==> src/include/xbuf_cfg.svh <==
// ----------------------------------------
// X stream configuration
// Element width, tile geometry and slots
// ----------------------------------------

`ifndef XBUF_CFG_SVH
`define XBUF_CFG_SVH

// Element and weight width in bits
`define XB_ELEM_W 8

// Elements carried by one input beat
`define XB_H 4

// Rows per tile, also the number of result sums
`define XB_W 4

// Longest supported row, K is 4 or 8
`define XB_KMAX 8

// Tile slots in the buffer, equal to the initial credit count
`define XB_SLOTS 2

// Accumulator width, holds KMAX products of two elements
`define XB_ACC_W 20

`endif

==> src/logic/xbuf_pkg.sv <==
// ----------------------------------------
// X stream types
// Beats, columns, configuration, results
// ----------------------------------------

`include "xbuf_cfg.svh"

package xbuf_pkg;

  // One unsigned element
  typedef logic [`XB_ELEM_W-1:0] elem_t;

  // One input beat, H elements of a tile row
  typedef struct packed {
    elem_t [`XB_H-1:0] data;
  } x_beat_t;

  // Run configuration, stable for a whole test
  typedef struct packed {
    logic [$clog2(`XB_KMAX):0] k_len;
    elem_t [`XB_KMAX-1:0]      weights;
  } xb_cfg_t;

  // One tile column, element w comes from row w
  typedef struct packed {
    elem_t [`XB_W-1:0] data;
  } x_col_t;

  // Result vector of one tile, y = X * w
  typedef struct packed {
    logic [`XB_W-1:0][`XB_ACC_W-1:0] y;
  } dot_res_t;

  // Read side of the tile buffer
  typedef enum logic {
    RD_IDLE,
    RD_STREAM
  } buf_rd_state_e;

endpackage : xbuf_pkg

==> src/logic/x_row_loader.sv <==
// ----------------------------------------
// X row loader
// Forwards input beats while credits last
// ----------------------------------------

`timescale 1ns/1ps
`include "xbuf_cfg.svh"

module x_row_loader (
  input  logic              clk_i,
  input  logic              rst_ni,
  input  xbuf_pkg::xb_cfg_t cfg_i,
  input  logic              row_valid_i,
  input  xbuf_pkg::x_beat_t row_i,
  output logic              row_ready_o,
  output logic              beat_valid_o,
  output xbuf_pkg::x_beat_t beat_o,
  input  logic              credit_i
);

  localparam int unsigned MAX_BEATS = `XB_W * `XB_KMAX / `XB_H;
  localparam int unsigned BEAT_W    = $clog2(MAX_BEATS + 1);
  localparam int unsigned CREDIT_W  = $clog2(`XB_SLOTS + 1);

  logic [CREDIT_W-1:0] credit_q;
  logic [BEAT_W-1:0]   beat_cnt_q;
  logic [BEAT_W-1:0]   tile_beats;
  logic                init_q;
  logic                has_credit;
  logic                last_beat;

  // Handshake passes straight through, gated by the credit count
  assign has_credit   = (credit_q != '0);
  assign row_ready_o  = has_credit;
  assign beat_valid_o = row_valid_i & has_credit;
  assign beat_o       = row_i;

  // Beats per tile is W*K/H
  assign tile_beats = BEAT_W'(int'(cfg_i.k_len) * `XB_W / `XB_H);
  assign last_beat  = beat_valid_o && (beat_cnt_q == tile_beats - 1'b1);

  always_ff @(posedge clk_i or negedge rst_ni) begin
    if (!rst_ni) begin
      beat_cnt_q <= '0;
    end else if (beat_valid_o) begin
      beat_cnt_q <= last_beat ? '0 : beat_cnt_q + 1'b1;
    end
  end

  // Counter loads the slot count one cycle after reset
  always_ff @(posedge clk_i or negedge rst_ni) begin
    if (!rst_ni) begin
      init_q   <= 1'b0;
      credit_q <= '0;
    end else if (!init_q) begin
      init_q   <= 1'b1;
      credit_q <= CREDIT_W'(`XB_SLOTS);
    end else begin
      // A returned credit and a spent one may cancel out
      case ({credit_i, last_beat})
        2'b10: begin
          credit_q <= credit_q + 1'b1;
        end
        2'b01: begin
          credit_q <= credit_q - 1'b1;
        end
        default: begin
          credit_q <= credit_q;
        end
      endcase
    end
  end

endmodule : x_row_loader

==> src/logic/x_tile_buffer.sv <==
// ----------------------------------------
// X tile buffer
// Two-slot tile store with column reads
// ----------------------------------------

`timescale 1ns/1ps
`include "xbuf_cfg.svh"

module x_tile_buffer (
  input  logic              clk_i,
  input  logic              rst_ni,
  input  xbuf_pkg::xb_cfg_t cfg_i,
  input  logic              beat_valid_i,
  input  xbuf_pkg::x_beat_t beat_i,
  output logic              credit_o,
  output logic              col_valid_o,
  output xbuf_pkg::x_col_t  col_o,
  input  logic              shift_i
);

  localparam int unsigned CHUNKS  = `XB_KMAX / `XB_H;
  localparam int unsigned CHUNK_W = (CHUNKS > 1) ? $clog2(CHUNKS) : 1;
  localparam int unsigned ROW_W   = (`XB_W > 1) ? $clog2(`XB_W) : 1;
  localparam int unsigned COL_W   = $clog2(`XB_KMAX);
  localparam int unsigned SLOT_W  = (`XB_SLOTS > 1) ? $clog2(`XB_SLOTS) : 1;

  // Tile storage, slot by row by element
  xbuf_pkg::elem_t mem_q [`XB_SLOTS][`XB_W][`XB_KMAX];

  logic [SLOT_W-1:0]    wr_slot_q;
  logic [SLOT_W-1:0]    rd_slot_q;
  logic [ROW_W-1:0]     row_q;
  logic [CHUNK_W-1:0]   chunk_q;
  logic [COL_W-1:0]     col_q;
  logic [`XB_SLOTS-1:0] full_q;
  logic                 credit_q;
  logic                 chunk_last;
  logic                 row_last;
  logic                 tile_done;
  logic                 col_last;
  logic                 rd_done;

  xbuf_pkg::buf_rd_state_e state_q;

  // Write side

  // K/H chunks make up one row
  assign chunk_last = (chunk_q == CHUNK_W'(cfg_i.k_len / `XB_H - 1));
  assign row_last   = (row_q == ROW_W'(`XB_W - 1));
  assign tile_done  = beat_valid_i && chunk_last && row_last;

  always_ff @(posedge clk_i) begin
    if (beat_valid_i) begin
      for (int h = 0; h < `XB_H; h++) begin
        mem_q[wr_slot_q][row_q][int'(chunk_q) * `XB_H + h] <= beat_i.data[h];
      end
    end
  end

  always_ff @(posedge clk_i or negedge rst_ni) begin
    if (!rst_ni) begin
      wr_slot_q <= '0;
      row_q     <= '0;
      chunk_q   <= '0;
    end else if (beat_valid_i) begin
      if (chunk_last) begin
        chunk_q <= '0;
        row_q   <= row_last ? '0 : row_q + 1'b1;
      end else begin
        chunk_q <= chunk_q + 1'b1;
      end
      if (tile_done) begin
        wr_slot_q <= (wr_slot_q == SLOT_W'(`XB_SLOTS - 1)) ? '0 : wr_slot_q + 1'b1;
      end
    end
  end

  // Read side
  assign col_last = (col_q == COL_W'(cfg_i.k_len - 1));
  assign rd_done  = (state_q == xbuf_pkg::RD_STREAM) && shift_i && col_last;

  always_ff @(posedge clk_i or negedge rst_ni) begin
    if (!rst_ni) begin
      state_q   <= xbuf_pkg::RD_IDLE;
      rd_slot_q <= '0;
      col_q     <= '0;
    end else begin
      case (state_q)
        xbuf_pkg::RD_IDLE: begin
          col_q <= '0;
          if (full_q[rd_slot_q]) begin
            state_q <= xbuf_pkg::RD_STREAM;
          end
        end
        xbuf_pkg::RD_STREAM: begin
          if (shift_i) begin
            if (col_last) begin
              col_q     <= '0;
              state_q   <= xbuf_pkg::RD_IDLE;
              rd_slot_q <= (rd_slot_q == SLOT_W'(`XB_SLOTS - 1)) ? '0 : rd_slot_q + 1'b1;
            end else begin
              col_q <= col_q + 1'b1;
            end
          end
        end
        default: begin
          state_q <= xbuf_pkg::RD_IDLE;
        end
      endcase
    end
  end

  // Full flags, set by the writer and cleared by the reader on different slots
  always_ff @(posedge clk_i or negedge rst_ni) begin
    if (!rst_ni) begin
      full_q   <= '0;
      credit_q <= 1'b0;
    end else begin
      for (int s = 0; s < `XB_SLOTS; s++) begin
        if (tile_done && (wr_slot_q == SLOT_W'(s))) begin
          full_q[s] <= 1'b1;
        end else if (rd_done && (rd_slot_q == SLOT_W'(s))) begin
          full_q[s] <= 1'b0;
        end
      end
      credit_q <= rd_done;
    end
  end

  assign credit_o    = credit_q;
  assign col_valid_o = (state_q == xbuf_pkg::RD_STREAM);

  // Column k of the read slot, one element per row
  always_comb begin
    for (int w = 0; w < `XB_W; w++) begin
      col_o.data[w] = mem_q[rd_slot_q][w][col_q];
    end
  end

endmodule : x_tile_buffer

==> src/logic/x_dot_engine.sv <==
// ----------------------------------------
// X dot engine
// Accumulates columns times weights
// ----------------------------------------

`timescale 1ns/1ps
`include "xbuf_cfg.svh"

module x_dot_engine (
  input  logic               clk_i,
  input  logic               rst_ni,
  input  xbuf_pkg::xb_cfg_t  cfg_i,
  input  logic               col_valid_i,
  input  xbuf_pkg::x_col_t   col_i,
  output logic               shift_o,
  output logic               res_valid_o,
  output xbuf_pkg::dot_res_t res_o,
  input  logic               res_ready_i
);

  localparam int unsigned ACC_W = `XB_ACC_W;
  localparam int unsigned COL_W = $clog2(`XB_KMAX);

  logic [ACC_W-1:0]   acc_q  [`XB_W];
  logic [ACC_W-1:0]   sum    [`XB_W];
  logic [COL_W-1:0]   k_q;
  logic               pend_q;
  logic               k_last;
  xbuf_pkg::elem_t    wgt;
  xbuf_pkg::dot_res_t res_q;

  // No shift while a result waits for acceptance
  assign shift_o = col_valid_i & ~pend_q;
  assign k_last  = (k_q == COL_W'(cfg_i.k_len - 1));
  assign wgt     = cfg_i.weights[k_q];

  // Running sums including the current column
  always_comb begin
    for (int w = 0; w < `XB_W; w++) begin
      sum[w] = acc_q[w] + ACC_W'(col_i.data[w]) * ACC_W'(wgt);
    end
  end

  always_ff @(posedge clk_i or negedge rst_ni) begin
    if (!rst_ni) begin
      k_q <= '0;
      for (int w = 0; w < `XB_W; w++) begin
        acc_q[w] <= '0;
      end
    end else if (shift_o) begin
      k_q <= k_last ? '0 : k_q + 1'b1;
      for (int w = 0; w < `XB_W; w++) begin
        acc_q[w] <= k_last ? '0 : sum[w];
      end
    end
  end

  // Result register holds the finished vector
  always_ff @(posedge clk_i) begin
    if (shift_o && k_last) begin
      for (int w = 0; w < `XB_W; w++) begin
        res_q.y[w] <= sum[w];
      end
    end
  end

  always_ff @(posedge clk_i or negedge rst_ni) begin
    if (!rst_ni) begin
      pend_q <= 1'b0;
    end else if (shift_o && k_last) begin
      pend_q <= 1'b1;
    end else if (pend_q && res_ready_i) begin
      pend_q <= 1'b0;
    end
  end

  assign res_valid_o = pend_q;
  assign res_o       = res_q;

endmodule : x_dot_engine

==> src/logic/x_stream_top.sv <==
// ----------------------------------------
// X stream top
// Loader, tile buffer and dot engine
// ----------------------------------------

`timescale 1ns/1ps

module x_stream_top (
  input  logic               clk_i,
  input  logic               rst_ni,
  input  xbuf_pkg::xb_cfg_t  cfg_i,
  input  logic               row_valid_i,
  input  xbuf_pkg::x_beat_t  row_i,
  output logic               row_ready_o,
  output logic               res_valid_o,
  output xbuf_pkg::dot_res_t res_o,
  input  logic               res_ready_i
);

  logic              beat_valid;
  xbuf_pkg::x_beat_t beat;
  logic              credit;
  logic              col_valid;
  xbuf_pkg::x_col_t  col;
  logic              shift;

  // Credit loop between loader and buffer
  x_row_loader u_loader (
    .clk_i        (clk_i),
    .rst_ni       (rst_ni),
    .cfg_i        (cfg_i),
    .row_valid_i  (row_valid_i),
    .row_i        (row_i),
    .row_ready_o  (row_ready_o),
    .beat_valid_o (beat_valid),
    .beat_o       (beat),
    .credit_i     (credit)
  );

  x_tile_buffer u_buffer (
    .clk_i        (clk_i),
    .rst_ni       (rst_ni),
    .cfg_i        (cfg_i),
    .beat_valid_i (beat_valid),
    .beat_i       (beat),
    .credit_o     (credit),
    .col_valid_o  (col_valid),
    .col_o        (col),
    .shift_i      (shift)
  );

  // Engine pulls columns in place
  x_dot_engine u_engine (
    .clk_i       (clk_i),
    .rst_ni      (rst_ni),
    .cfg_i       (cfg_i),
    .col_valid_i (col_valid),
    .col_i       (col),
    .shift_o     (shift),
    .res_valid_o (res_valid_o),
    .res_o       (res_o),
    .res_ready_i (res_ready_i)
  );

endmodule : x_stream_top

==> config.mk <==
export PLATFORM = sky130hd
export DESIGN_NAME = x_stream_top
export DESIGN_NICKNAME = d
export VERILOG_FILES = /design/src/logic/xbuf_pkg.sv /design/src/logic/x_row_loader.sv /design/src/logic/x_tile_buffer.sv /design/src/logic/x_dot_engine.sv /design/src/logic/x_stream_top.sv
export VERILOG_INCLUDE_DIRS = /design/src /design/src/include
export SDC_FILE = /design/constraint.sdc
export NUM_CORES = 2
export LEC_CHECK = 0
export ABC_CLOCK_PERIOD_IN_PS = 7700
export BUFFER_PORTS_ARGS = -buffer_cell sky130_fd_sc_hd__buf_4
export CORE_UTILIZATION = 30
export DETAILED_ROUTE_END_ITERATION = 7
export HOLD_SLACK_MARGIN = 0.05
export PLACE_DENSITY = 0.56
export SLEW_MARGIN = 15
export SYNTH_ARGS = -nofsm -noshare
export SYNTH_HDL_FRONTEND = slang
export SYNTH_SLANG_ARGS = --single-unit
==> constraint.sdc <==
create_clock -name clk_i -period 7.7 [get_ports clk_i]
set_input_delay 0.77 -clock clk_i [delete_from_list [all_inputs] [get_ports clk_i]]
set_output_delay 0.77 -clock clk_i [all_outputs]
set_load 0.01 [all_outputs]
== Word level (Yosys, flattened, before mapping) ==
Memory sizes are Yosys's and may differ from the RTL's.
Index checks and enable logic that the tools add are counted.

* Multiply operators: 4
* Add/subtract/negate cells: 19
* Reductions and logical operators: 23
* Shifts and indexed selects: 0
* Bitwise operators: 780
* Div/mod/pow operators: 0
* Mux-type cells: 830
* Eq/ne operators: 9
* $lt $le $gt $ge: 13

{| class="wikitable"
|+ Operator list
! kind !! number
|-
| two-way mux 256 bit || 4
|-
| two-way mux 1 bit || 783
|-
| OR 1 bit || 768
|-
| demux 64 bit (select 2 bit) || 4
|-
| two-way mux 64 bit || 4
|-
| greater-or-equal comparator 32 x 4 -> 1 bit, second input constant || 4
|-
| less-than comparator 32 x 1 -> 1 bit, second input constant || 4
|-
| binary-select mux 8 bit (select 3 bit) || 5
|-
| two-way mux 8 bit || 13
|-
| demux 8 bit (select 3 bit) || 4
|-
| NOT 32 bit || 3
|-
| adder 20 x 16 -> 20 bit || 4
|-
| two-way mux 20 bit || 4
|-
| multiplier 8 x 8 -> 16 bit || 4
|-
| NOT 3 -> 32 bit || 1
|-
| logical AND 1 bit || 16
|-
| two-way mux 3 bit || 3
|-
| adder 3 x 2 -> 4 bit, second input constant || 2
|-
| nonzero test 2 bit || 4
|-
| adder 3 x 1 -> 3 bit, second input constant || 2
|-
| == test 3 bit || 2
|-
| one-hot mux 3 bit (2 select lines) || 1
|-
| adder 2 x 1 -> 2 bit, second input constant || 2
|-
| adder 3 x 1 -> 4 bit, second input constant || 1
|-
| 27 further kinds || 36
|}

* Input bits: 104
* Output and inout bits: 82
* ROM bits: 0
* Bits in latches: 0
* Memories: 1
* Flip-flop bits (word level): 183
* Bits in writable memories: 512

{| class="wikitable"
|+ Memory list
! memory !! depth !! bits a word !! read ports !! clocked after Yosys merged registers in !! wr ports !! line !! RTL
|-
| u_buffer.mem_q || 2 || 256 || 1 || 0 || 1 || x_tile_buffer.sv:28 || <nowiki>xbuf_pkg::elem_t mem_q [`XB_SLOTS][`XB_W][`XB_KMAX];</nowiki>
|}

== Longest topological paths before layout ==
* Depth in word-level cells: 12
* Gate-level depth with buffers: 24

== By module ==
From an unflattened synthesis, not the netlist that was laid out.

* Cell total of the unflattened synthesis: 3002
* Area, all modules: 39141.3 um^2

{| class="wikitable"
|+ By module, submodules not included
! module !! area each (um^2) !! times used !! cells each
|-
| x_tile_buffer || 21326.7 || 1 || 1185
|-
| x_dot_engine || 17102.7 || 1 || 1741
|-
| x_row_loader || 711.9 || 1 || 76
|}

== Worst setup path before layout ==
Ideal clock, no wire load.

* Path kind: input port to flip-flop
* Start point: in cfg_i[58] in the netlist's numbering
* End point: reg u_engine.res_q, in the netlist u_engine.res_o[17], data pin
* Data arrival time: 5.397 ns
* Cell stages on the path: 19
* Buffers on the path: 1
* Setup slack: 2.035 ns
* Library setup time: 0.268 ns
* Cells stage by stage: mux4_2 mux2i_1 buf_2 nor2_1 fa_1 inv_1 fa_1 inv_1 fa_1 inv_1 fa_1 inv_1 ha_1 a21o_1 a221oi_2 o31ai_4 a31oi_4 a21oi_1 xor2_1

{| class="wikitable"
|+ RTL lines
! item !! line !! RTL
|-
| from (decl) || x_stream_top.sv:11 || <nowiki>input xbuf_pkg::xb_cfg_t cfg_i,</nowiki>
|-
| to (decl) || x_dot_engine.sv:30 || <nowiki>xbuf_pkg::dot_res_t res_q;</nowiki>
|}

==> results.toml <==
[synth]
synthCells = 3225
synth_nets = 3703
netlist_area_sq_um = 40000
async_reset_ff_frac = 0.148
ys_ff_latch = 695
synth_edf_count = 592
ys_warn_count = 0
yosys_most_used_dff = "edfxtp_1"
ys_types = 85
synth_seq_area_share = 0.509
syn_avg_cell_area_sq_um = 12.4

[sta]
rsz0062_at_grt = "no"
setup_viol = 0
drv_slew = 0
setup_ws_ns = 1.00
fin_worst_skew_ns = 0.0337
tightest_slew_ns = 1.19
hold_violations = 0
hold-worst-slack_ns = 0.189
finalSetupTns_ns = 0
period_needed_ns = 6.70
fmax_ghz = 0.149
post-route-period-util = 0.870
slew_headroom = 0.209

[routing]
dr_wl_met3_um = 7080
first_iter_violations = 1942
drt_wl_total_um = 105000
ant_nets = 0
wl_met1_um = 47100
drc = 0
dr.pass1.iters = 6
viasPerCell = 4.76
dr_wl_met2_um = 48400
top_layer = "met5"
wl_per_cell_um = 20.1
vias = 24800

[floorplan]
ios = 186
core_area_sq_um = 132000
rows = 133
fp.dieH_um = 367
die_area_sq_um = 135000
fp.dieW_um = 367
initial_core_util = 0.303

[place]
dp_hpwl_um = 73300
dpl.cell_count = 5065
place.gp.congestion = 0.804
pre_cts_ws_ns = 1.01
portBuffers = 185

[layout]
finalNonFillerCells = 5215
seqCellArea_sq_um = 20400
nNetsFinal = 3871
multi_input_area_sq_um = 17400
area_growth_pct = 15.2
drive_gt1_frac = 0.183
n_fill_cell = 12900

[clocking]
cts_inserted_buffers = 81
cts-root-buf = "clkbuf_16"
clk_pin_slew_worst_paths_ns = 0.06
cts_tree = "done"
cts_hold_buf = 0
cts_sinks = 695
postCtsSetupBuffers = 0
cts-resized-gates = 0
cts_buffer_depth = 3
h-tree-depth = 3
clkLatencyLatePin_ns = 0.65

[global_route]
grt_max_degree = 77
grt_pass1_vias = 25700
overflow = 0
grtUsageTotal = 0.156
grt_pass1_wl_um = 160000
antenna_found_initial = 6

[critical_path]
crit_buf_inv = 5
critical_path.slowest_cell = "dfrtp_4"
cp_max_fo = 47
r2r-start = "u_buffer.col_q[0]$_DFFE_PN0P_"
crit_path_start_kind = "flop"
endpoint = "u_engine.res_o[37]$_DFFE_PP_"
max_stage_delay_ns = 0.79
cp.required_ns = 8.09
cp_top_family = "adder cells"
r2r_end = "u_engine.res_o[37]$_DFFE_PP_"
worstSetupPathType = "flop to flop"
crit_path_start = "u_buffer.col_q[0]$_DFFE_PN0P_"
worstSetupEndpointType = "flop"
r2r_slack_ns = 1.00
critical_path_arrival_ns = 7.09
worst-path-stages = 20
crit_chain = "buf_12, mux4_2, mux2_2, o21ai_2, nor2_1, fa_1, inv_1, fa_1, inv_1, fa_1, inv_1, fa_1, inv_1, ha_1, a21o_1, a21oi_1, a21oi_1, o41a_1, a211oi_1, nor2_1"
reg2reg_depth = 20

[run_status]
status = "completed"

[min_path]
hold_class = "input pin to async pin"

[job]
maxCapViolations = 0
-- worst min path at each step --
stage / depth (start not counted) / endpoint / slack [ns]
after floorplan: 1 / u_loader.credit_q[1]$_DFFE_PN0P_ / 0.42
after global placement: 1 / u_loader.credit_q[1]$_DFFE_PN0P_ / 0.44
after detailed placement: 1 / u_loader.credit_q[1]$_DFFE_PN0P_ / 0.46
after CTS: 1 / u_engine.acc_q[44]$_DFFE_PN0P_ / 0.18
after global routing: 1 / u_engine.acc_q[44]$_DFFE_PN0P_ / 0.21
final: 1 / u_engine.acc_q[26]$_DFFE_PN0P_ / 0.19
-- cells in the mapped netlist, types with 31 or more instances --
cell,n,share of area
a21o_1,31,0.0058
a21oi_1,58,0.0073
buf_2,32,0.0040
clkbuf_1,81,0.0076
dfrtp_1,103,0.065
edfxtp_1,592,0.44
fa_1,200,0.10
ha_1,174,0.054
inv_1,399,0.037
mux2_2,32,0.0090
mux2i_1,36,0.0090
mux4_2,145,0.082
nand2_1,596,0.056
nand2b_1,61,0.0096
nor2_1,207,0.019
o21ai_0,57,0.0071
xnor2_1,40,0.0088
-- through the flow --
| step | util | instance area, sq um |
|---|---|---|
| after floorplan | - | 40000 |
| after global placement | 0.330 | 43400 |
| after detailed placement | 0.330 | 43400 |
| after CTS | 0.349 | 46000 |
| after global routing | 0.349 | 46000 |
| final | 0.349 | 46000 |
-- area by class of cell --
cell class	count	area share
antenna	2	0.000109
multi-input combinational	1966	0.378
tap	1755	0.0477
timing repair buffer	249	0.0428
clock buffer	109	0.0476
sequential	695	0.442
clock inverter	39	0.00886
inverter	400	0.0327
-- state kept, by name, summed over array words and instances (netlist names), 2 cells and up --
name and flops:
u_buffer.col_q 3, u_engine.k_q 3, u_loader.beat_cnt_q 4, u_engine.res_o 80
u_buffer.row_q 2, u_engine.acc_q 80, u_loader.credit_q 2, u_buffer.mem_q 512
u_buffer.full_q 2
-- cells by family (layout without fill, tap and decap cells) --
| kind of cell | count (synthesis) | after routing | synth area share |
|---|---|---|---|
| compound gates | 310 | 310 | 0.0544 |
| xor+xnor | 68 | 68 | 0.0153 |
| fa+ha+maj | 374 | 374 | 0.155 |
| buf+inv | 564 | 797 | 0.0582 |
| flops | 695 | 695 | 0.509 |
| mux | 218 | 218 | 0.102 |
| other cells | 1 | 3 | 0.0000939 |
| simple gates | 995 | 995 | 0.106 |
-- per-layer routing --
layer  up-vias  track usage
li1      11400            -
met1     12600        0.216
met2       704        0.250
met3       133       0.0325
met4         8       0.0375
met5         -            0
-- layout by cell type, fill, tap and decap left out, types with 57 or more instances in the layout --
cell type / instances
buf_4: 241
fa_1: 200
nor2_1: 191
edfxtp_1: 592
o21ai_0: 57
nand2b_1: 61
mux4_2: 145
clkbuf_16: 82
inv_1: 398
dfrtp_1: 99
nand2_1: 595
ha_1: 174
a21oi_1: 58
Power is left out: the tool's default activity adds up to more than one toggle a clock period on the data nets, which glitch-free logic cannot reach.
